===== config.mk =====
export PLATFORM = sky130hd
export DESIGN_NAME = tileBuffer
export DESIGN_NICKNAME = d
export VERILOG_FILES = /design/src/common/rasterPkg.sv /design/src/rtl/tileBuffer.sv
export SDC_FILE = /design/constraint.sdc
export NUM_CORES = 2
export LEC_CHECK = 0
export BUFFER_PORTS_ARGS = -buffer_cell sky130_fd_sc_hd__buf_2
export CORE_MARGIN = 2
export CORE_UTILIZATION = 50
export CTS_BUF_LIST = sky130_fd_sc_hd__clkbuf_8
export CTS_CLUSTER_DIAMETER = 150
export DETAILED_ROUTE_END_ITERATION = 8
export GPL_TIMING_DRIVEN = 0
export PLACE_DENSITY = 0.65
export RECOVER_POWER = 50
export SETUP_SLACK_MARGIN = 0.4
export SYNTH_ARGS = -nofsm -noshare
export SYNTH_HDL_FRONTEND = slang
export SYNTH_SLANG_ARGS = --single-unit

===== constraint.sdc =====
create_clock -name BOARD_CLK -period 2.57 [get_ports BOARD_CLK]
set_input_delay 0 -clock BOARD_CLK [delete_from_list [all_inputs] [get_ports BOARD_CLK]]
set_output_delay 0 -clock BOARD_CLK [all_outputs]
set_load 0.02 [all_outputs]

===== src/common/rasterPkg.sv =====
package rasterPkg;

	// tile geometry
	localparam int tileDim = 8;
	localparam int tileIdxW = 3; // log2 of tileDim
	localparam int tileAddrW = 2 * tileIdxW; // row-major pixel index {y, x}

	// screen and pixel payload
	localparam int coordW = 10;
	localparam int depthW = 16;
	localparam int colorW = 16;

	// edge function arithmetic
	localparam int coefW = 12; // a and b, difference of two coordinates
	localparam int constW = 22; // c, difference of two coordinate products
	localparam int edgeW = 24; // a*x + b*y + c with margin

	typedef struct packed {
		logic [coordW-1:0] x;
		logic [coordW-1:0] y;
	} vertexT;

	// one flat-shaded triangle as supplied by the host
	typedef struct packed {
		vertexT [2:0] v;
		logic [depthW-1:0] depth;
		logic [colorW-1:0] color;
	} triangleT;

	typedef struct packed {
		logic signed [coefW-1:0] a;
		logic signed [coefW-1:0] b;
		logic signed [constW-1:0] c;
	} edgeT;

	typedef struct packed {
		edgeT [2:0] e;
		logic flipped; // signed area negative
		logic degenerate; // signed area zero
		logic [depthW-1:0] depth;
		logic [colorW-1:0] color;
	} setupT;

	// per-tile job, latched once per start
	typedef struct packed {
		logic [coordW-1:0] tileX;
		logic [coordW-1:0] tileY;
		logic tileId;
		logic clearTile;
	} jobT;

	typedef struct packed {
		logic valid;
		logic [tileIdxW-1:0] x;
		logic [tileIdxW-1:0] y;
		logic covered;
		logic [depthW-1:0] depth;
		logic [colorW-1:0] color;
	} pixelT;

	typedef enum logic [2:0] {
		init,
		setupWait,
		rasterizingBegin,
		rasterizing,
		done
	} rasterStateE;

	typedef enum logic [1:0] {
		skip,
		writeNew,
		writeNearer
	} shaderOpE;

endpackage

===== src/rtl/tileBuffer.sv =====
`timescale 1ns/100ps

module tileBuffer (
	input logic BOARD_CLK,
	input logic arstN,
	input logic wrEn,
	input logic wrTile,
	input logic [rasterPkg::tileAddrW-1:0] wrAddr,
	input logic [rasterPkg::colorW-1:0] wrColor,
	input logic [rasterPkg::depthW-1:0] wrDepth,
	input logic depthRdTile,
	input logic [rasterPkg::tileAddrW-1:0] depthRdAddr,
	output logic [rasterPkg::depthW-1:0] depthRdData,
	input logic readTile,
	input logic [rasterPkg::tileIdxW-1:0] readX,
	input logic [rasterPkg::tileIdxW-1:0] readY,
	output logic [rasterPkg::colorW-1:0] readColor
);

localparam int tileWords = rasterPkg::tileDim * rasterPkg::tileDim;

// two tiles each, indexed row-major {y, x}
logic [rasterPkg::colorW-1:0] cBufferTile [2][tileWords];
logic [rasterPkg::depthW-1:0] zBufferTile [2][tileWords];

logic [rasterPkg::tileAddrW-1:0] readAddr;

assign readAddr = {readY, readX};

always_ff @(posedge BOARD_CLK) begin
	if (wrEn) begin
		cBufferTile[wrTile][wrAddr] <= wrColor;
		zBufferTile[wrTile][wrAddr] <= wrDepth;
	end
end

// registered read ports, one cycle latency
always_ff @(posedge BOARD_CLK or negedge arstN) begin
	if (!arstN) begin
		depthRdData <= '0;
		readColor <= '0;
	end else begin
		depthRdData <= zBufferTile[depthRdTile][depthRdAddr];
		readColor <= cBufferTile[readTile][readAddr]; // host readback
	end
end

endmodule


==> results summary <==
The origin of the worst min-delay path is wrEn. The detailed placement HPWL came out at 282000 um. The startpoint of the worst register-to-register path is zBufferTile[1][584]$_DFFE_PP_. The number of buffers inserted by port buffering is 75. The largest clock skew in the final design came out at 0.0947 ns. Synthesis inferred 4128 register bits. The worst-case register-to-register setup slack came out at -0.06 ns.

The number of DRC violations after detailed routing is 0. The leakage component of the power came out at 0.0567 uW. The top-area cell type share of the netlist area is 78.7%. The predominant post-synthesis flop cell is sky130_fd_sc_hd__edfxtp_1. Averaged over all synthesized cells, the footprint is 26.2 um^2.

The largest total area in the synthesized netlist belongs to sky130_fd_sc_hd__edfxtp_1. For this run, the total global-route usage over all layers was measured as 26.8%. For hold timing, the worst endpoint is zBufferTile[1][991]$_DFFE_PP_. The post-detailed-routing wire length is 428000 um.

The number of DRC markers in iteration 0 is 11000. The total power density per cell area came out at 735 nW/um^2. Subtracting the final worst setup slack from the clock period gives 2.64 ns.

The clock tree from TritonCTS is done. Global routing finished with a remaining overflow of 0. By count the netlist is led by 4096 x sky130_fd_sc_hd__edfxtp_1, 1344 x sky130_fd_sc_hd__mux4_2, 155 x sky130_fd_sc_hd__clkbuf_1. Row generation in the floorplan step produced 205 rows. Clock-pin slew was measured on the worst setup and hold paths at 0.06 ns. The worst setup path is launched from a primary input. The setup TNS after final layout came out at -2.70 ns. The post-synth net total is 6032.

The worst hold-check slack came out at 0.0444 ns. The number of global-route vias before repair came out at 73900. The number of buffers between clock root and the deepest sink is 4. Among all cell types in the netlist, the one instantiated most often is sky130_fd_sc_hd__edfxtp_1. The largest driver fanout on the critical path came out at 88. The type of the worst setup path is in2reg.

The sink count of the clock tree came out at 4128. The post-route worst setup slack came out at -0.0748 ns. The number of different library cells in the post-synthesis netlist came out at 13. The number of max-slew violations in the final report is 2089.

Measured against its own limit, the worst slew margin works out to -52.2%. The layout overhead on the synthesized area came out at 15.7%. The initial antenna violation count is 65.

The endpoint identified for the worst register-to-register timing path is depthRdData[8]$_DFF_PN0_. The count of final setup violators is 60. The maximum number of pins on one net before global-route repair came out at 97. After synthesis, the cell types taking the most area are sky130_fd_sc_hd__edfxtp_1 79%, sky130_fd_sc_hd__mux4_2 19%, sky130_fd_sc_hd__dfrtp_1 0.51%, sky130_fd_sc_hd__clkbuf_1 0.37%, sky130_fd_sc_hd__buf_2 0.34%. The post-route netlist has 37.4% of its cells at a drive strength greater than 1. The final reports fail on max-capacitance violations, max-slew violations, negative setup slack.

The final core utilization came out at 58.1%. The first global-routing pass estimated 581000 um of wire. Sequential elements use 79.2% of the synthesized area. Data arrives at the worst endpoint at 3.31 ns.

Counting instances, the worst hold path has a depth of 4. The layout net count is 7069. The tree is rooted in a sky130_fd_sc_hd__clkbuf_8. The fraction of registers with async set or reset after synthesis came out at 0.775%. The chip height is 563 um. The average wire length per cell after detail routing is 36.7 um. Setup repair after global routing could not meet its margin everywhere. The total via count in the routed design came out at 74400. The initial cell density of the core came out at 50.2%. STA classifies the critical path endpoint as a flip-flop.

The full die area is 317000 um^2. The actual slew at the worst max-slew pin is 2.28 ns. The run finished, with violations left. The total core area came out at 312000 um^2. The number of maximum-capacitance constraint violations came out at 35. The worst slack at placement is -1.43 ns. Measured in cells, the most critical reg-to-reg path has a length of 4. The count of H-tree levels built during CTS came out at 6.

During synthesis, Yosys emitted a total of 0 warnings. In this run, synthesis inferred 4096 flip-flops with an integrated enable. The critical path required time came out at 3.23 ns. The number of clock buffers added by TritonCTS is 644.

The clock latency on the worst-skew pair came out at 1.24 ns. The final hold violation count is 0. The total I/O pin count came out at 88.

The average via count per standard cell is 6.38. The die width is 563 um. The final weighted congestion in routability-driven placement is 0.907. The count of antenna-violating nets left after detailed routing is 0. The total standard cell area after synthesis came out at 156000 um^2.

The final critical-path share of the clock period is 103%. The maximum achievable frequency came out at 0.378 GHz. Counting every instance in the synthesized netlist gives 5976. The worst hold path belongs to the class in2reg. The worst supply voltage drop on vdd is 538 uV. The first-pass iteration count of the detailed router came out at 5.
[worst max-delay path by stage]
stage | startpoint | end | slack [ns] | cells past startpoint
floorplan | wrEn | cBufferTile[0][160]$_DFFE_PP_ | 0.13 | 4
CTS | zBufferTile[0][601]$_DFFE_PP_ | depthRdData[9]$_DFF_PN0_ | -0.04 | 4
finish | wrColor[1] | cBufferTile[0][321]$_DFFE_PP_ | -0.07 | 4
global route | zBufferTile[1][601]$_DFFE_PP_ | depthRdData[9]$_DFF_PN0_ | -0.11 | 4
detailed placement | depthRdAddr[1] | depthRdData[9]$_DFF_PN0_ | -1.43 | 7
global placement | wrAddr[0] | cBufferTile[1][215]$_DFFE_PP_ | -2.38 | 4
[critical path: stages]
cell                            delay (ns)
sky130_fd_sc_hd__dlygate4sd3_1        0.59
sky130_fd_sc_hd__dlygate4sd3_1        0.71
sky130_fd_sc_hd__clkbuf_1             0.38
sky130_fd_sc_hd__clkbuf_2             1.38
[registers in the layout, indices dropped and copies added (netlist names)]
register,count
depthRdData,16
cBufferTile,2048
readColor,16
zBufferTile,2048
[layout make-up]
class,count,area (um^2)
Fill cell,21700,131000
Antenna cell,41,103
Buffer,310,3060
Clock buffer,652,8970
Sequential cell,4128,124000
Tap cell,4140,5180
Timing Repair Buffer,391,5030
Clock inverter,473,2580
Multi-Input combinational cell,1538,32300
[power by group]
part / switching [uW] / internal (uW)
clock: 26000 / 24500
sequential: 83.3 / 74500
combinational: 4980 / 3090
[kinds of logic (layout without fill, tap and decap cells)]
logic type	count (synthesis)	after routing	share of synthesized area, %
and+or+nand+nor	162	162	0.411
DFF	4128	4128	79.2
muxes	1376	1376	19.6
buffers and inverters	310	1826	0.834
other	0	41	0
[through the flow]
stage	total power (uW)	std cells	instance area, um^2
after detailed placement	83800	10400	168000
final	133000	11700	181000
after global routing	137000	11700	181000
after global placement	83500	10200	164000
after CTS	134000	11600	181000
after floorplan	79900	5976	158000
[per-layer routing]
metal,global-route usage (%),vias to the layer above,routed length [um]
met5,0,-,68
met4,10.1,10,18300
met3,6.11,824,46600
met2,42.3,4653,206000
met1,37.0,40300,157000
li1,-,28600,-
[repair_timing]
item	CTS	global route
pin swaps	0	45
resized for setup	24	10
hold endpoints to repair	4533	205
setup endpoints to repair	32	1145
hold buffers	81	3
setup buffers	0	69
[cells in the final DEF, fill, tap and decap left out, drive strengths merged, types with 12 or more instances in the layout]
| master | Yosys | layout |
|---|---|---|
| dlygate4sd3 | 0 | 71 |
| inv | 0 | 264 |
| edfxtp | 4096 | 4096 |
| mux2 | 32 | 32 |
| diode | 0 | 41 |
| nor2 | 131 | 131 |
| mux4 | 1344 | 1344 |
| nand2 | 12 | 12 |
| clkbuf | 155 | 884 |
| buf | 155 | 397 |
| clkinv | 0 | 200 |
| dfrtp | 32 | 32 |
Power figures use the tool's default switching activity.
