`src/common/rasterPkg.sv`:
```
package rasterPkg;

	// tile geometry
	localparam int tileDim = 8;
	localparam int tileIdxW = 3; // log2 of tileDim
	localparam int tileAddrW = 2 * tileIdxW; // row-major pixel index {y, x}

	// screen and pixel payload
	localparam int coordW = 10;
	localparam int depthW = 16;
	localparam int colorW = 16;

	// edge function arithmetic
	localparam int coefW = 12; // a and b, difference of two coordinates
	localparam int constW = 22; // c, difference of two coordinate products
	localparam int edgeW = 24; // a*x + b*y + c with margin

	typedef struct packed {
		logic [coordW-1:0] x;
		logic [coordW-1:0] y;
	} vertexT;

	// one flat-shaded triangle as supplied by the host
	typedef struct packed {
		vertexT [2:0] v;
		logic [depthW-1:0] depth;
		logic [colorW-1:0] color;
	} triangleT;

	typedef struct packed {
		logic signed [coefW-1:0] a;
		logic signed [coefW-1:0] b;
		logic signed [constW-1:0] c;
	} edgeT;

	typedef struct packed {
		edgeT [2:0] e;
		logic flipped; // signed area negative
		logic degenerate; // signed area zero
		logic [depthW-1:0] depth;
		logic [colorW-1:0] color;
	} setupT;

	// per-tile job, latched once per start
	typedef struct packed {
		logic [coordW-1:0] tileX;
		logic [coordW-1:0] tileY;
		logic tileId;
		logic clearTile;
	} jobT;

	typedef struct packed {
		logic valid;
		logic [tileIdxW-1:0] x;
		logic [tileIdxW-1:0] y;
		logic covered;
		logic [depthW-1:0] depth;
		logic [colorW-1:0] color;
	} pixelT;

	typedef enum logic [2:0] {
		init,
		setupWait,
		rasterizingBegin,
		rasterizing,
		done
	} rasterStateE;

	typedef enum logic [1:0] {
		skip,
		writeNew,
		writeNearer
	} shaderOpE;

endpackage
```
`src/rasterizer/pixelShader.sv`:
```
`timescale 1ns/100ps

module pixelShader (
	input logic BOARD_CLK,
	input logic arstN,
	input logic shaderStart,
	input rasterPkg::jobT job,
	input rasterPkg::setupT setup,
	output logic [rasterPkg::tileAddrW-1:0] depthRdAddr,
	input logic [rasterPkg::depthW-1:0] depthRdData,
	output logic wrEn,
	output logic wrTile,
	output logic [rasterPkg::tileAddrW-1:0] wrAddr,
	output logic [rasterPkg::colorW-1:0] wrColor,
	output logic [rasterPkg::depthW-1:0] wrDepth,
	output logic shaderDone
);

logic active;
logic [rasterPkg::tileIdxW-1:0] i, j; // walk position with i along x
logic lastIssue;
logic covered;
rasterPkg::pixelT p1, p2;
rasterPkg::shaderOpE op;

function automatic logic signed [rasterPkg::edgeW-1:0] evalEdge(
	input rasterPkg::edgeT e,
	input logic [rasterPkg::coordW:0] px,
	input logic [rasterPkg::coordW:0] py,
	input logic flip
);
	logic signed [rasterPkg::edgeW-1:0] a, b, c, x, y, v;
	a = $signed(e.a);
	b = $signed(e.b);
	c = $signed(e.c);
	x = px;
	y = py;
	v = a * x + b * y + c;
	return flip ? -v : v;
endfunction

assign lastIssue = (i == rasterPkg::tileDim - 1) && (j == rasterPkg::tileDim - 1);

always_ff @(posedge BOARD_CLK or negedge arstN) begin
	if (!arstN) begin
		active <= 1'b0;
		i <= '0;
		j <= '0;
	end else if (shaderStart) begin
		active <= 1'b1;
		i <= '0;
		j <= '0;
	end else if (active) begin
		i <= i + 1'b1; // wraps at tile edge
		if (i == rasterPkg::tileDim - 1)
			j <= j + 1'b1;
		if (lastIssue)
			active <= 1'b0;
	end
end

// stage 1 tests the edges at screen point (i, j)
always_comb begin : edgeStage
	logic [rasterPkg::coordW:0] px, py;
	logic inTri;
	px = job.tileX + i;
	py = job.tileY + j;
	inTri = !setup.degenerate;
	for (int k = 0; k < 3; k++) begin
		if (evalEdge(setup.e[k], px, py, setup.flipped) < 0)
			inTri = 1'b0;
	end
	covered = inTri;
end

// stage 2 reads the stored depth that arrives with p2
assign depthRdAddr = {p1.y, p1.x};

// stage 3 decision
always_comb begin
	if (!p2.valid || !p2.covered)
		op = rasterPkg::skip;
	else if (job.clearTile)
		op = rasterPkg::writeNew;
	else if (p2.depth < depthRdData)
		op = rasterPkg::writeNearer;
	else
		op = rasterPkg::skip;
end

always_ff @(posedge BOARD_CLK or negedge arstN) begin
	if (!arstN) begin
		p1 <= '0;
		p2 <= '0;
		wrEn <= 1'b0;
		shaderDone <= 1'b0;
	end else begin
		p1.valid <= active;
		p1.x <= i;
		p1.y <= j;
		p1.covered <= covered;
		p1.depth <= setup.depth;
		p1.color <= setup.color;
		p2 <= p1;
		wrEn <= (op != rasterPkg::skip);
		shaderDone <= p2.valid && (p2.x == rasterPkg::tileDim - 1)
			&& (p2.y == rasterPkg::tileDim - 1); // final pixel reaches write
	end
end

always_ff @(posedge BOARD_CLK) begin
	wrTile <= job.tileId;
	wrAddr <= {p2.y, p2.x};
	wrColor <= p2.color;
	wrDepth <= p2.depth;
end

endmodule

```
`config.mk`:
```
export PLATFORM = sky130hd
export DESIGN_NAME = pixelShader
export DESIGN_NICKNAME = d
export VERILOG_FILES = /design/src/common/rasterPkg.sv /design/src/rasterizer/pixelShader.sv
export SDC_FILE = /design/constraint.sdc
export NUM_CORES = 2
export LEC_CHECK = 0
export BUFFER_PORTS_ARGS = -buffer_cell sky130_fd_sc_hd__buf_2
export CAP_MARGIN = 40
export CORE_MARGIN = 10
export CORE_UTILIZATION = 26
export DETAILED_ROUTE_END_ITERATION = 16
export GPL_TIMING_DRIVEN = 0
export SLEW_MARGIN = 20
export SYNTH_ARGS = -nofsm -noshare
export SYNTH_HDL_FRONTEND = slang
export SYNTH_SLANG_ARGS = --single-unit
```
`constraint.sdc`:
```
create_clock -name BOARD_CLK -period 16.3 [get_ports BOARD_CLK]
set_input_delay 4.89 -clock BOARD_CLK [delete_from_list [all_inputs] [get_ports BOARD_CLK]]
set_output_delay 4.89 -clock BOARD_CLK [all_outputs]
set_load 0.02 [all_outputs]
```
==> flow_metrics.py <==
metrics = {
    "global_routing": {
        "grtUsageTotal_pct": 14.5,
        "grt_antenna_before_repair": 70,
        "grt_pass1_wl_um": 180000,
        "first_global_vias": 29210,
        "grt_max_degree": 61,
        "grt_overflow_total": 0,
    },
    "critical_path": {
        "arrival_ns": 14.97,
        "required_ns": 16.57,
        "max_stage_delay_ns": 0.64,
        "cp.buffers_inverters": 8,
        "slowest_stage": "clkbuf_1",
        "crit_path_start_kind": "input pin",
        "crit_type": "in2reg",
        "worst_path_most_repeated_cell": "fa_1",
        "crit_path_end_kind": "flip-flop",
        "cp_top_family": "adder cells",
        "cp_max_fo": 10,
    },
    "route": {
        "avgViaCountPerCell": 4.42,
        "drtAntennaViolNets": 0,
        "wl_um": 116000,
        "drc": 0,
        "vias": 27361,
        "wl_per_cell_um": 18.8,
        "dr.pass1.iters": 5,
        "first_iter_violations": 2033,
    },
    "clock_tree": {
        "postCtsHoldBufs": 0,
        "ctsResizeCount": 0,
        "cts_tree": "built",
        "clk_latency_ns": 0.45,
        "path_clk_slew_ns": 0.06,
        "clockBufferDepth": 3,
        "htree_levels": 4,
        "cts_buffers": 25,
        "root_buffer": "clkbuf_16",
        "cts.sinks": 128,
        "postCtsSetupBuffers": 0,
    },
    "timing": {
        "maxSlewHeadroom_pct": 37.1,
        "rsz0062_at_grt": "false",
        "setup_tns_ns": 0,
        "finalSetupViolCount": 0,
        "hold_viol": 0,
        "slew_viol_final": 0,
        "setup_ws_ns": 1.60,
        "fmax_mhz": 68.0,
        "holdWs_ns": 0.328,
        "min_period_over_period_pct": 90.2,
        "fin_skew_ns": 0.0161,
        "worst_slew_pin_slew_ns": 0.944,
        "period_minus_slack_ns": 14.70,
    },
    "synthesis": {
        "synth_edf_count": 0,
        "syn-cell-area_sq_um": 37800,
        "syn_inst": 3950,
        "ys.flop_type": "dfrtp_1",
        "ys_seq_area_share_pct": 7.95,
        "yosys.cell_types.count": 75,
        "yosysWarnings": 0,
        "synth_seq_cells": 128,
        "syn_area_per_cell_sq_um": 9.58,
        "synth_nets": 5408,
        "async_flop_share_pct": 69.5,
    },
    "floorplan": {
        "coreArea_sq_um": 144000,
        "num_rows": 139,
        "chipHeight_um": 401,
        "initial_core_util_pct": 26.3,
        "boundaryPins": 260,
        "die-area_sq_um": 161000,
        "die_w_um": 401,
    },
    "hold_path": {
        "worst_hold_path_type": "reg2reg",
    },
    "run": {
        "max_cap_violations": 0,
    },
    "layout": {
        "syn2layout_area_growth_pct": 12.8,
        "fin_util_pct": 29.6,
        "layout-drive-gt1-share_pct": 8.59,
        "n_fill_cell": 15202,
        "nets": 5722,
    },
    "outcome": {
        "outcome": "finished, final reports clean",
    },
    "place": {
        "gp_congestion": 0.906,
        "pre_cts_slack_ns": 1.12,
        "io_buffers": 259,
        "dp_hpwl_um": 105000,
    },
}
## registers in the layout, indices dropped and copies added (netlist names)
signal,count
wrTile,1
wrColor,16
wrAddr,6
wrDepth,16
depthRdAddr,6
active,1
shaderDone,1
p2,40
wrEn,1
p1,34
i,3
j,3
## cell usage in the layout, fill, tap and decap left out, types with 12 or more instances in the layout
cell type / instances
inv_1: 1089
fa_1: 923
nand2_1: 445
and2_1: 327
ha_1: 322
buf_2: 259
clkbuf_1: 143
dfrtp_1: 89
nor2b_1: 76
a21oi_1: 60
xnor2_1: 54
nor2_1: 49
dfxtp_1: 39
a21o_1: 25
clkbuf_16: 25
xor2_1: 21
buf_6: 21
nor3_1: 18
nand2b_1: 17
nand3_1: 15
o21ai_0: 15
o21ai_1: 13
o211ai_1: 12
## synthesized netlist by cell type, drive strengths merged, types with 6 or more instances
master | n | share of area [%]
nor2b | 76 | 1.3
or2 | 6 | 0.099
xnor2 | 65 | 1.6
dfxtp | 39 | 2.1
nor3 | 18 | 0.24
nor4 | 7 | 0.13
inv | 1089 | 11
nor2 | 50 | 0.50
xor2 | 26 | 0.60
nand3b | 6 | 0.15
ha | 322 | 11
a211oi | 13 | 0.28
nor3b | 11 | 0.22
nand2b | 17 | 0.28
and2 | 327 | 5.4
fa | 923 | 49
o22ai | 6 | 0.099
mux2i | 10 | 0.26
a21oi | 60 | 0.79
nor4b | 6 | 0.16
a31oi | 11 | 0.20
a21o | 25 | 0.50
nand2 | 445 | 4.4
o21ai | 29 | 0.39
and3 | 10 | 0.17
nand4 | 8 | 0.13
buf | 8 | 0.15
o211ai | 12 | 0.24
clkbuf | 145 | 1.4
or3 | 6 | 0.10
nand3 | 15 | 0.20
dfrtp | 89 | 5.9
## final timing paths
check | from | endpoint | slack, ns | depth (start not counted)
max in group asynchronous | arstN | p2[14]$_DFF_PN0_ | 11.30 | 2
min reg2reg | p2[11]$_DFF_PN0_ | wrColor[11]$_DFF_P_ | 0.33 | 0
max reg2reg | i[1]$_DFFE_PN0P_ | p1[32]$_DFF_PN0_ | 5.66 | 32
min | p2[11]$_DFF_PN0_ | wrColor[11]$_DFF_P_ | 0.33 | 0
max | job[13] | p1[32]$_DFF_PN0_ | 1.60 | 33
min in group asynchronous | arstN | p1[26]$_DFF_PN0_ | 4.38 | 1
## kinds of logic (layout without fill, tap and decap cells)
group	Yosys count	after routing	synth area share, %
other cells	0	11	0
simple gates	1022	1022	13.8
buf+inv	1242	1562	12.4
mux	10	10	0.265
flops	128	128	7.95
compound gates	212	212	3.87
fa+ha+maj	1245	1245	59.5
xor+xnor	91	91	2.23
## routing by layer
layer / GRT usage [%] / part of all wire, % / vias up / wire length (um)
li1: - / - / 12095 / -
met4: 2.40 / 2.0 / 42 / 2320
met2: 23.8 / 46 / 1049 / 53300
met5: 0 / 0.21 / - / 247
met3: 4.20 / 10 / 204 / 12000
met1: 19.2 / 42 / 13971 / 48200
## area by class of cell
type                            instances  area (sq um)  area share [%]
Buffer                                153           607            1.42
Clock inverter                          2          11.3          0.0264
Sequential cell                       128          3010            7.05
Antenna cell                           11          27.5          0.0645
Clock buffer                           31           688            1.61
Tap cell                             1903          2380            5.58
Multi-Input combinational cell       2580         30200            70.9
Timing Repair Buffer                  287          1620            3.80
Inverter                             1089          4090            9.58
## metrics by stage
step           area (sq um)  cells
2_1_floorplan         37800   3950
3_3_place_gp          41500   6112
3_5_place_dp          41900   6134
4_1_cts               42600   6167
5_1_grt               42600   6176
6_report              42700   6184
Power is not shown: default switching activity piles up to over one toggle a cycle in this logic, so the estimate is an artifact.
