==> src/common/rasterPkg.sv <==
package rasterPkg;

	// tile geometry
	localparam int tileDim = 8;
	localparam int tileIdxW = 3; // log2 of tileDim
	localparam int tileAddrW = 2 * tileIdxW; // row-major pixel index {y, x}

	// screen and pixel payload
	localparam int coordW = 10;
	localparam int depthW = 16;
	localparam int colorW = 16;

	// edge function arithmetic
	localparam int coefW = 12; // a and b, difference of two coordinates
	localparam int constW = 22; // c, difference of two coordinate products
	localparam int edgeW = 24; // a*x + b*y + c with margin

	typedef struct packed {
		logic [coordW-1:0] x;
		logic [coordW-1:0] y;
	} vertexT;

	// one flat-shaded triangle as supplied by the host
	typedef struct packed {
		vertexT [2:0] v;
		logic [depthW-1:0] depth;
		logic [colorW-1:0] color;
	} triangleT;

	typedef struct packed {
		logic signed [coefW-1:0] a;
		logic signed [coefW-1:0] b;
		logic signed [constW-1:0] c;
	} edgeT;

	typedef struct packed {
		edgeT [2:0] e;
		logic flipped; // signed area negative
		logic degenerate; // signed area zero
		logic [depthW-1:0] depth;
		logic [colorW-1:0] color;
	} setupT;

	// per-tile job, latched once per start
	typedef struct packed {
		logic [coordW-1:0] tileX;
		logic [coordW-1:0] tileY;
		logic tileId;
		logic clearTile;
	} jobT;

	typedef struct packed {
		logic valid;
		logic [tileIdxW-1:0] x;
		logic [tileIdxW-1:0] y;
		logic covered;
		logic [depthW-1:0] depth;
		logic [colorW-1:0] color;
	} pixelT;

	typedef enum logic [2:0] {
		init,
		setupWait,
		rasterizingBegin,
		rasterizing,
		done
	} rasterStateE;

	typedef enum logic [1:0] {
		skip,
		writeNew,
		writeNearer
	} shaderOpE;

endpackage
==> src/rasterizer/rasterizer.sv <==
`timescale 1ns/100ps

module rasterizer (
	input logic BOARD_CLK,
	input logic arstN,
	input logic startRasterizing,
	input logic [rasterPkg::coordW-1:0] tileX,
	input logic [rasterPkg::coordW-1:0] tileY,
	input logic rasterTileID,
	input logic clearTile,
	input logic shaderDone,
	output logic setupLoad,
	output logic shaderStart,
	output rasterPkg::jobT job,
	output logic doneRasterizing
);

rasterPkg::rasterStateE state;
rasterPkg::rasterStateE nextState;

always_comb begin
	nextState = state;
	case (state)
		rasterPkg::init: begin
			if (startRasterizing)
				nextState = rasterPkg::setupWait;
		end

		rasterPkg::setupWait: begin
			nextState = rasterPkg::rasterizingBegin; // edges ready after one cycle
		end

		rasterPkg::rasterizingBegin: begin
			nextState = rasterPkg::rasterizing;
		end

		rasterPkg::rasterizing: begin
			if (shaderDone)
				nextState = rasterPkg::done;
		end

		rasterPkg::done: begin
			// hold until the host drops its request
			nextState = startRasterizing ? rasterPkg::done : rasterPkg::init;
		end

		default: nextState = rasterPkg::init;
	endcase
end

always_ff @(posedge BOARD_CLK or negedge arstN) begin
	if (!arstN) begin
		state <= rasterPkg::init;
		setupLoad <= 1'b0;
		shaderStart <= 1'b0;
		doneRasterizing <= 1'b0;
	end else begin
		state <= nextState;
		setupLoad <= (state == rasterPkg::init) && (nextState == rasterPkg::setupWait);
		shaderStart <= (state == rasterPkg::rasterizingBegin); // one-cycle kick
		doneRasterizing <= (nextState == rasterPkg::done);
	end
end

// tile parameters held for the whole pass
always_ff @(posedge BOARD_CLK) begin
	if (state == rasterPkg::rasterizingBegin) begin
		job.tileX <= tileX;
		job.tileY <= tileY;
		job.tileId <= rasterTileID;
		job.clearTile <= clearTile;
	end
end

endmodule

==> config.mk <==
export PLATFORM = sky130hd
export DESIGN_NAME = rasterizer
export DESIGN_NICKNAME = d
export VERILOG_FILES = /design/src/common/rasterPkg.sv /design/src/rasterizer/rasterizer.sv
export SDC_FILE = /design/constraint.sdc
export NUM_CORES = 1
export LEC_CHECK = 0
export BUFFER_PORTS_ARGS = -buffer_cell sky130_fd_sc_hd__clkbuf_2
export CORE_AREA = 2 2 53 55
export DETAILED_ROUTE_END_ITERATION = 16
export DIE_AREA = 0 0 55 57
export HOLD_SLACK_MARGIN = 0.03
export MAX_ROUTING_LAYER = met4
export PLACE_DENSITY = 0.69
export REMOVE_ABC_BUFFERS = 1
export SLEW_MARGIN = 5
export SYNTH_ARGS = -nofsm -noshare
export SYNTH_HDL_FRONTEND = slang
export SYNTH_SLANG_ARGS = --single-unit
==> constraint.sdc <==
create_clock -name BOARD_CLK -period 1.9 [get_ports BOARD_CLK]
set_input_delay 0.19 -clock BOARD_CLK [delete_from_list [all_inputs] [get_ports BOARD_CLK]]
set_output_delay 0.19 -clock BOARD_CLK [all_outputs]
set_load 0.02 [all_outputs]
==> results of run 1 <==
final cells by class:
type | count | area, sq um
fillers | 200 | 1130
multi-input cells | 13 | 86.3
well taps | 31 | 38.8
flip-flops and latches | 28 | 811
clock buffers | 3 | 22.5
repair buffers | 75 | 495
clock inverters | 1 | 30.0
logic make-up after synthesis:
kind of cell / share of synthesized area, %
AOI/OAI and AO/OA: 3.64
DFF: 90.6
and+or+nand+nor: 5.73
final timing paths:
| path | startpoint | endpoint | slack (ns) |
|---|---|---|---|
| max | state[2] | job[12] | 0.58 |
| min | shaderDone | state[1] | 0.07 |
| max reg2reg | state[2] | job[12] | 0.58 |
| min reg2reg | state[2] | setupLoad | 0.52 |
| max in group asynchronous | arstN | setupLoad | 1.52 |
| min in group asynchronous | arstN | state[1] | 0.22 |
through the flow:
step | hold slack (ns) | utilization, % | area [sq um]
after floorplan | -0.106 | - | 895
after global placement | 0.0211 | 45.9 | 1200
after detailed placement | 0.0259 | 45.9 | 1200
after CTS | 0.0301 | 51.0 | 1330
after global routing | 0.0529 | 56.7 | 1480
final | 0.0703 | 56.7 | 1480
metal layers:
| layer | vias up | share of wire (%) | routed length (microns) | GRT usage [%] |
|---|---|---|---|---|
| li1 | 312 | - | - | - |
| met1 | 302 | 38 | 722 | 11.4 |
| met2 | 41 | 50 | 943 | 18.0 |
| met3 | 4 | 10 | 197 | 2.09 |
| met4 | 0 | 2.2 | 42 | 8.36 |
| met5 | - | 0 | 0 | - |
report_power, final:
part / total [W] / switching [W] / leakage [nW] / internal (W)
registers: 0.00101 / 0.0000882 / 0.282 / 0.000920
clock network: 0.000375 / 0.000162 / 0.0279 / 0.000213
logic: 0.000686 / 0.000439 / 0.345 / 0.000247
total: 0.00207 / 0.000689 / 0.655 / 0.00138
registers in the layout, summed over array words and instances (netlist names):
name	flops
job	22
state	3
doneRasterizing	1
setupLoad	1
shaderStart	1
what timing repair did:
| item | in CTS | in global routing |
|---|---|---|
| resized for setup | 0 | 0 |
| hold endpoints to repair | 13 | 15 |
| hold buffers | 8 | 15 |
| endpoints found under the setup margin | 0 | 0 |
worst register-to-register path, delay by kind of cell, from the launching register on:
family / cells / cell delay [ns]
flip-flops: 1 / 0.44
AND/OR/NAND/NOR: 2 / 0.34
buffers and inverters: 1 / 0.25
cell usage in the layout (no fill, tap or decap), drive strengths merged, types with 2 or more instances in the layout:
cell / instances
buf: 2
edfxtp: 22
dfrtp: 6
nand2b: 3
nor2: 2
clkbuf: 53
o22ai: 3
dlygate4sd3: 23
==> impl_metrics.csv, run 1 <==
group,metric,value,unit
run_status,outcome,"finished clean",
setup_path,worst-path-buf-inv,1,
setup_path,endpoint_kind,"register",
hold_path,hp-class,"in2reg",
logic_synthesis,yosys.cell_count.top_type,"edfxtp_1",
grt,grt_usage,11.1,%
die,start_util,34.2,%
clock_network,h-tree-depth,1,
power_and_ir_drop,power_density,1390,mW/mm^2
drt,dr.first_iter.drc_count,10,
setup_path,crit_family,"flip-flops",
cells_and_area,diodes,0,
sta,setup-tns-final,0,ns
setup_path,arrival,1.35,ns
hold_path,hold_path_depth,2,
placed_design,dp.cells,124,
logic_synthesis,ys_ff_latch,28,
grt,grt_pass1_vias,588,
power_and_ir_drop,cellLeakagePower,0.655,nW
setup_path,crit_chain,"nand2b_2 > nor2_2 > buf_4",
drt,drc,0,
placed_design,hpwl,1230,microns
placed_design,place.gp.congestion,0.623,
die,rows,19,
drt,post_drt_wl_per_cell,12.6,microns
setup_path,cpPeakStageDelay,0.44,ns
sta,drv_slew,0,
power_and_ir_drop,p_total,0.00207,W
cells_and_area,finalNetCount,147,
setup_path,critPathMaxFanout,16,
cells_and_area,finalNonFillerCells,151,
clock_network,clk_pin_slew,0.14,ns
drt,wl,1910,microns
sta,fin_crit_sh,69.5,%
setup_path,path_class,"reg2reg",
drt,ant_nets,0,
sta,finClkSkew,0.00502,ns
clock_network,cts_made_buffers,3,
drt,num_vias,659,
drt,viasPerCell,4.36,
run,cap_violations,0,
die,core_area,0.00262,sq mm
logic_synthesis,ys_seq_area_share,90.6,%
logic_synthesis,synth_area_leaders,"edfxtp_1 74%, dfrtp_1 17%, o22ai_1 2.1%",
die,die_area,0.00314,sq mm
grt,grt_overflow,0,
logic_synthesis,synthesis.area,895,sq um
logic_synthesis,syn_inst,41,
logic_synthesis,synthArstFlopShare,21.4,%
placed_design,port_buffers,50,
setup_path,r2r_cells,3,
clock_network,clock-sinks,28,
sta,worst_pin_slew,0.214,ns
cells_and_area,syn_to_final_growth,65.9,%
logic_synthesis,synth_cell_types,12,
grt,antenna_found_initial,0,
logic_synthesis,yosysTopAreaCellShare,73.8,%
grt,grt_pass1_wl,2350,microns
clock_network,cts_root_buffer,"clkbuf_4",
setup_path,crit_cells,3,
setup_path,required,1.93,ns
logic_synthesis,synth_flop_cell,"edfxtp_1",
sta,rsz0062_at_grt,"no",
clock_network,clock_latency,0.32,ns
drt,dr.pass1.iters,6,
grt,grt_max_degree,17,
sta,period_needed,1.32,ns
sta,slew_headroom,85.8,%
clock_network,postCtsSetupBuffers,0,
setup_path,start_kind,"register",
clock_network,cts_tree,"done",
sta,fin_ws,0.579,ns
die,die_h,57,microns
die,boundaryPins,51,
clock_network,cts.path.max_buffers,2,
logic_synthesis,synth-edff-count,22,
setup_path,slowest_stage,"dfrtp_1",
cells_and_area,layout-drive-gt1-share,49.2,%
sta,finalSetupViolCount,0,
logic_synthesis,syn_area_per_cell,21.8,sq um
sta,fmax,757,MHz
die,die_w,55,microns
power_and_ir_drop,ir_drop,0.797,mV
placed_design,pre_cts_slack,0.601,ns
logic_synthesis,synth_top_cells_by_count,"22 x edfxtp_1, 6 x dfrtp_1, 3 x o22ai_1",
logic_synthesis,synth_top_area_cell,"edfxtp_1",
sta,timing_hold_violations_final,0,
logic_synthesis,ys_warn_count,0,
(Power assumes the default switching activity.)
==> run 2, diff against run 1 <==
- clock period: 1.9 -> 1.1 ns (I/O delays scaled with it)
==> run 2 against run 1 <==
Net effect: the run now ends with setup timing left; flip-flop and latch count stayed put; via count is 4.9% higher; clock power is 29% higher; clock skew is 0.0033 ns lower; hold slack better by 0.081 ns; first-iteration DRC count is 80% higher; global-route usage is 3.5 points higher; wire length is 13% higher.
==> impl_metrics.csv, run 2 (synthesized netlist as in run 1, its figures left out) <==
group,metric,value,unit
run_status,outcome,"finished, violations left",
run_status,violations,"setup timing",
sta,drv_slew,0,
sta,timing_hold_violations_final,0,
drt,post_drt_wl_per_cell,13.6,microns
clock_network,cts_tree,"done",
setup_path,path_class,"reg2reg",
sta,slew_headroom,85.6,%
placed_design,dp.cells,128,
drt,ant_nets,0,
cells_and_area,syn_to_final_growth,73.4,%
sta,worst_pin_slew,0.216,ns
cells_and_area,top_register,"job",
power_and_ir_drop,power_density,2390,mW/mm^2
power_and_ir_drop,cellLeakagePower,0.689,nW
die,die_w,55,microns
die,die_area,0.00314,sq mm
placed_design,hpwl,1310,microns
placed_design,place.gp.congestion,0.623,
sta,fin_crit_sh,102,%
power_and_ir_drop,power_switching_share,34.7,%
placed_design,post_dp_cell_area,0.00124,sq mm
drt,viasPerCell,4.37,
clock_network,cts.path.max_buffers,2,
placed_design,port_buffers,50,
clock_network,cts_root_buffer,"clkbuf_4",
sta,finClkSkew,0.00173,ns
cells_and_area,largest_reg_flops,22,
power_and_ir_drop,intPower,0.00242,W
grt,grt_overflow,0,
clock_network,h-tree-depth,1,
drt,drc,0,
hold_path,hp-class,"in2async",
setup_path,endpoint_kind,"register",
cells_and_area,diodes,0,
die,core_area,0.00262,sq mm
grt,grt_pass1_wl,3020,microns
sta,finalSetupViolCount,18,
cells_and_area,layout_common_cells,"50 x clkbuf_2, 25 x dlygate4sd3_1, 22 x edfxtp_1",
cells_and_area,finalNonFillerCells,158,
clock_network,clk_pin_slew,0.14,ns
die,die_h,57,microns
die,start_util,34.2,%
clock_network,cts_made_buffers,3,
drt,num_vias,691,
setup_path,required,1.15,ns
power_and_ir_drop,clock_power_share,13.1,%
grt,grt_pass1_vias,684,
die,rows,19,
power_and_ir_drop,ir_drop,1.51,mV
drt,dr.pass1.iters,4,
setup_path,critPathMaxFanout,18,
clock_network,clock_latency,0.32,ns
cells_and_area,reg_top3,"job: 22 flops, state: 3 flops",
power_and_ir_drop,seqPwrFrac,46.5,%
grt,grt_usage,14.6,%
run,cap_violations,0,
sta,rsz0062_at_grt,"yes",
die,boundaryPins,51,
sta,fmax,890,MHz
grt,antenna_found_initial,0,
cells_and_area,fin_util,59.3,%
grt,grt_max_degree,19,
power_and_ir_drop,power_switching,0.00129,W
cells_and_area,final_common_cell,"clkbuf_2",
clock_network,clock-sinks,28,
power_and_ir_drop,combPwrFrac,40.4,%
cells_and_area,final_cell_area,0.00155,sq mm
setup_path,start_kind,"register",
drt,dr.first_iter.drc_count,18,
cells_and_area,finalNetCount,154,
setup_path,arrival,1.17,ns
cells_and_area,layout-drive-gt1-share,50.4,%
sta,fin_ws,-0.0236,ns
sta,period_needed,1.12,ns
drt,wl,2150,microns
## run 2: power by group through the flow
| stage | registers (W) | clock network [W] | logic [W] |
|---|---|---|---|
| final | 0.00172 | 0.000485 | 0.00149 |
| after global routing | 0.00176 | 0.000536 | 0.00160 |
| after CTS | 0.00172 | 0.000492 | 0.00149 |
| after detailed placement | 0.00173 | 0 | 0.00135 |
| after global placement | 0.00171 | 0 | 0.00132 |
| after floorplan | 0.00214 | 0 | 0.000292 |
## run 2: stage by stage
stage / power, W / TNS (ns) / hold slack, ns / worst slack [ns]
after floorplan: 0.00243 / -18.79 / -0.186 / -0.854
after global placement: 0.00302 / -1.24 / -0.0599 / -0.0617
after detailed placement: 0.00308 / -1.85 / -0.0571 / -0.0897
after CTS: 0.00370 / -0.513 / 0.136 / -0.0308
after global routing: 0.00390 / -0.969 / 0.170 / -0.0548
final: 0.00370 / -0.398 / 0.151 / -0.0236
## run 2: worst paths after layout
check,from,to,slack [ns],cells past startpoint
setup reg to reg,state[2],job[15],-0.02,3
max in group asynchronous,arstN,state[1],0.80,2
setup / recovery,state[2],job[15],-0.02,3
hold / removal,arstN,state[2],0.15,2
min in group BOARD_CLK,tileY[0],job[2],0.50,2
hold reg to reg,state[1],setupLoad,0.63,2
## run 2: final cells by class
type,instances,area (sq um)
Timing Repair Buffer,82,569
Tap cell,31,38.8
Clock buffer,4,36.3
Fill cell,200,1060
Multi-Input combinational cell,13,96.3
Sequential cell,28,811
## run 2: worst max-delay path, stage by stage (launching register included)
cell and delay [ns]:
dfrtp_1 0.41, nand2b_4 0.16, nor2_4 0.12, buf_12 0.17
## run 2: routing by layer
metal / part of all wire (%) / vias to the layer above / global-route usage [%] / routed length [microns]
li1: - / 331 / - / -
met5: 0 / - / - / 0
met4: 0.84 / 0 / 6.27 / 18
met2: 52 / 41 / 26.4 / 1120
met1: 38 / 317 / 15.3 / 808
met3: 9.4 / 2 / 1.57 / 203
## run 2: timing repair
action,in CTS,in global routing
resized for setup,3,0
buffers inserted,1,0
hold endpoints to repair,30,0
endpoints found under the setup margin,22,18
hold buffers,25,0
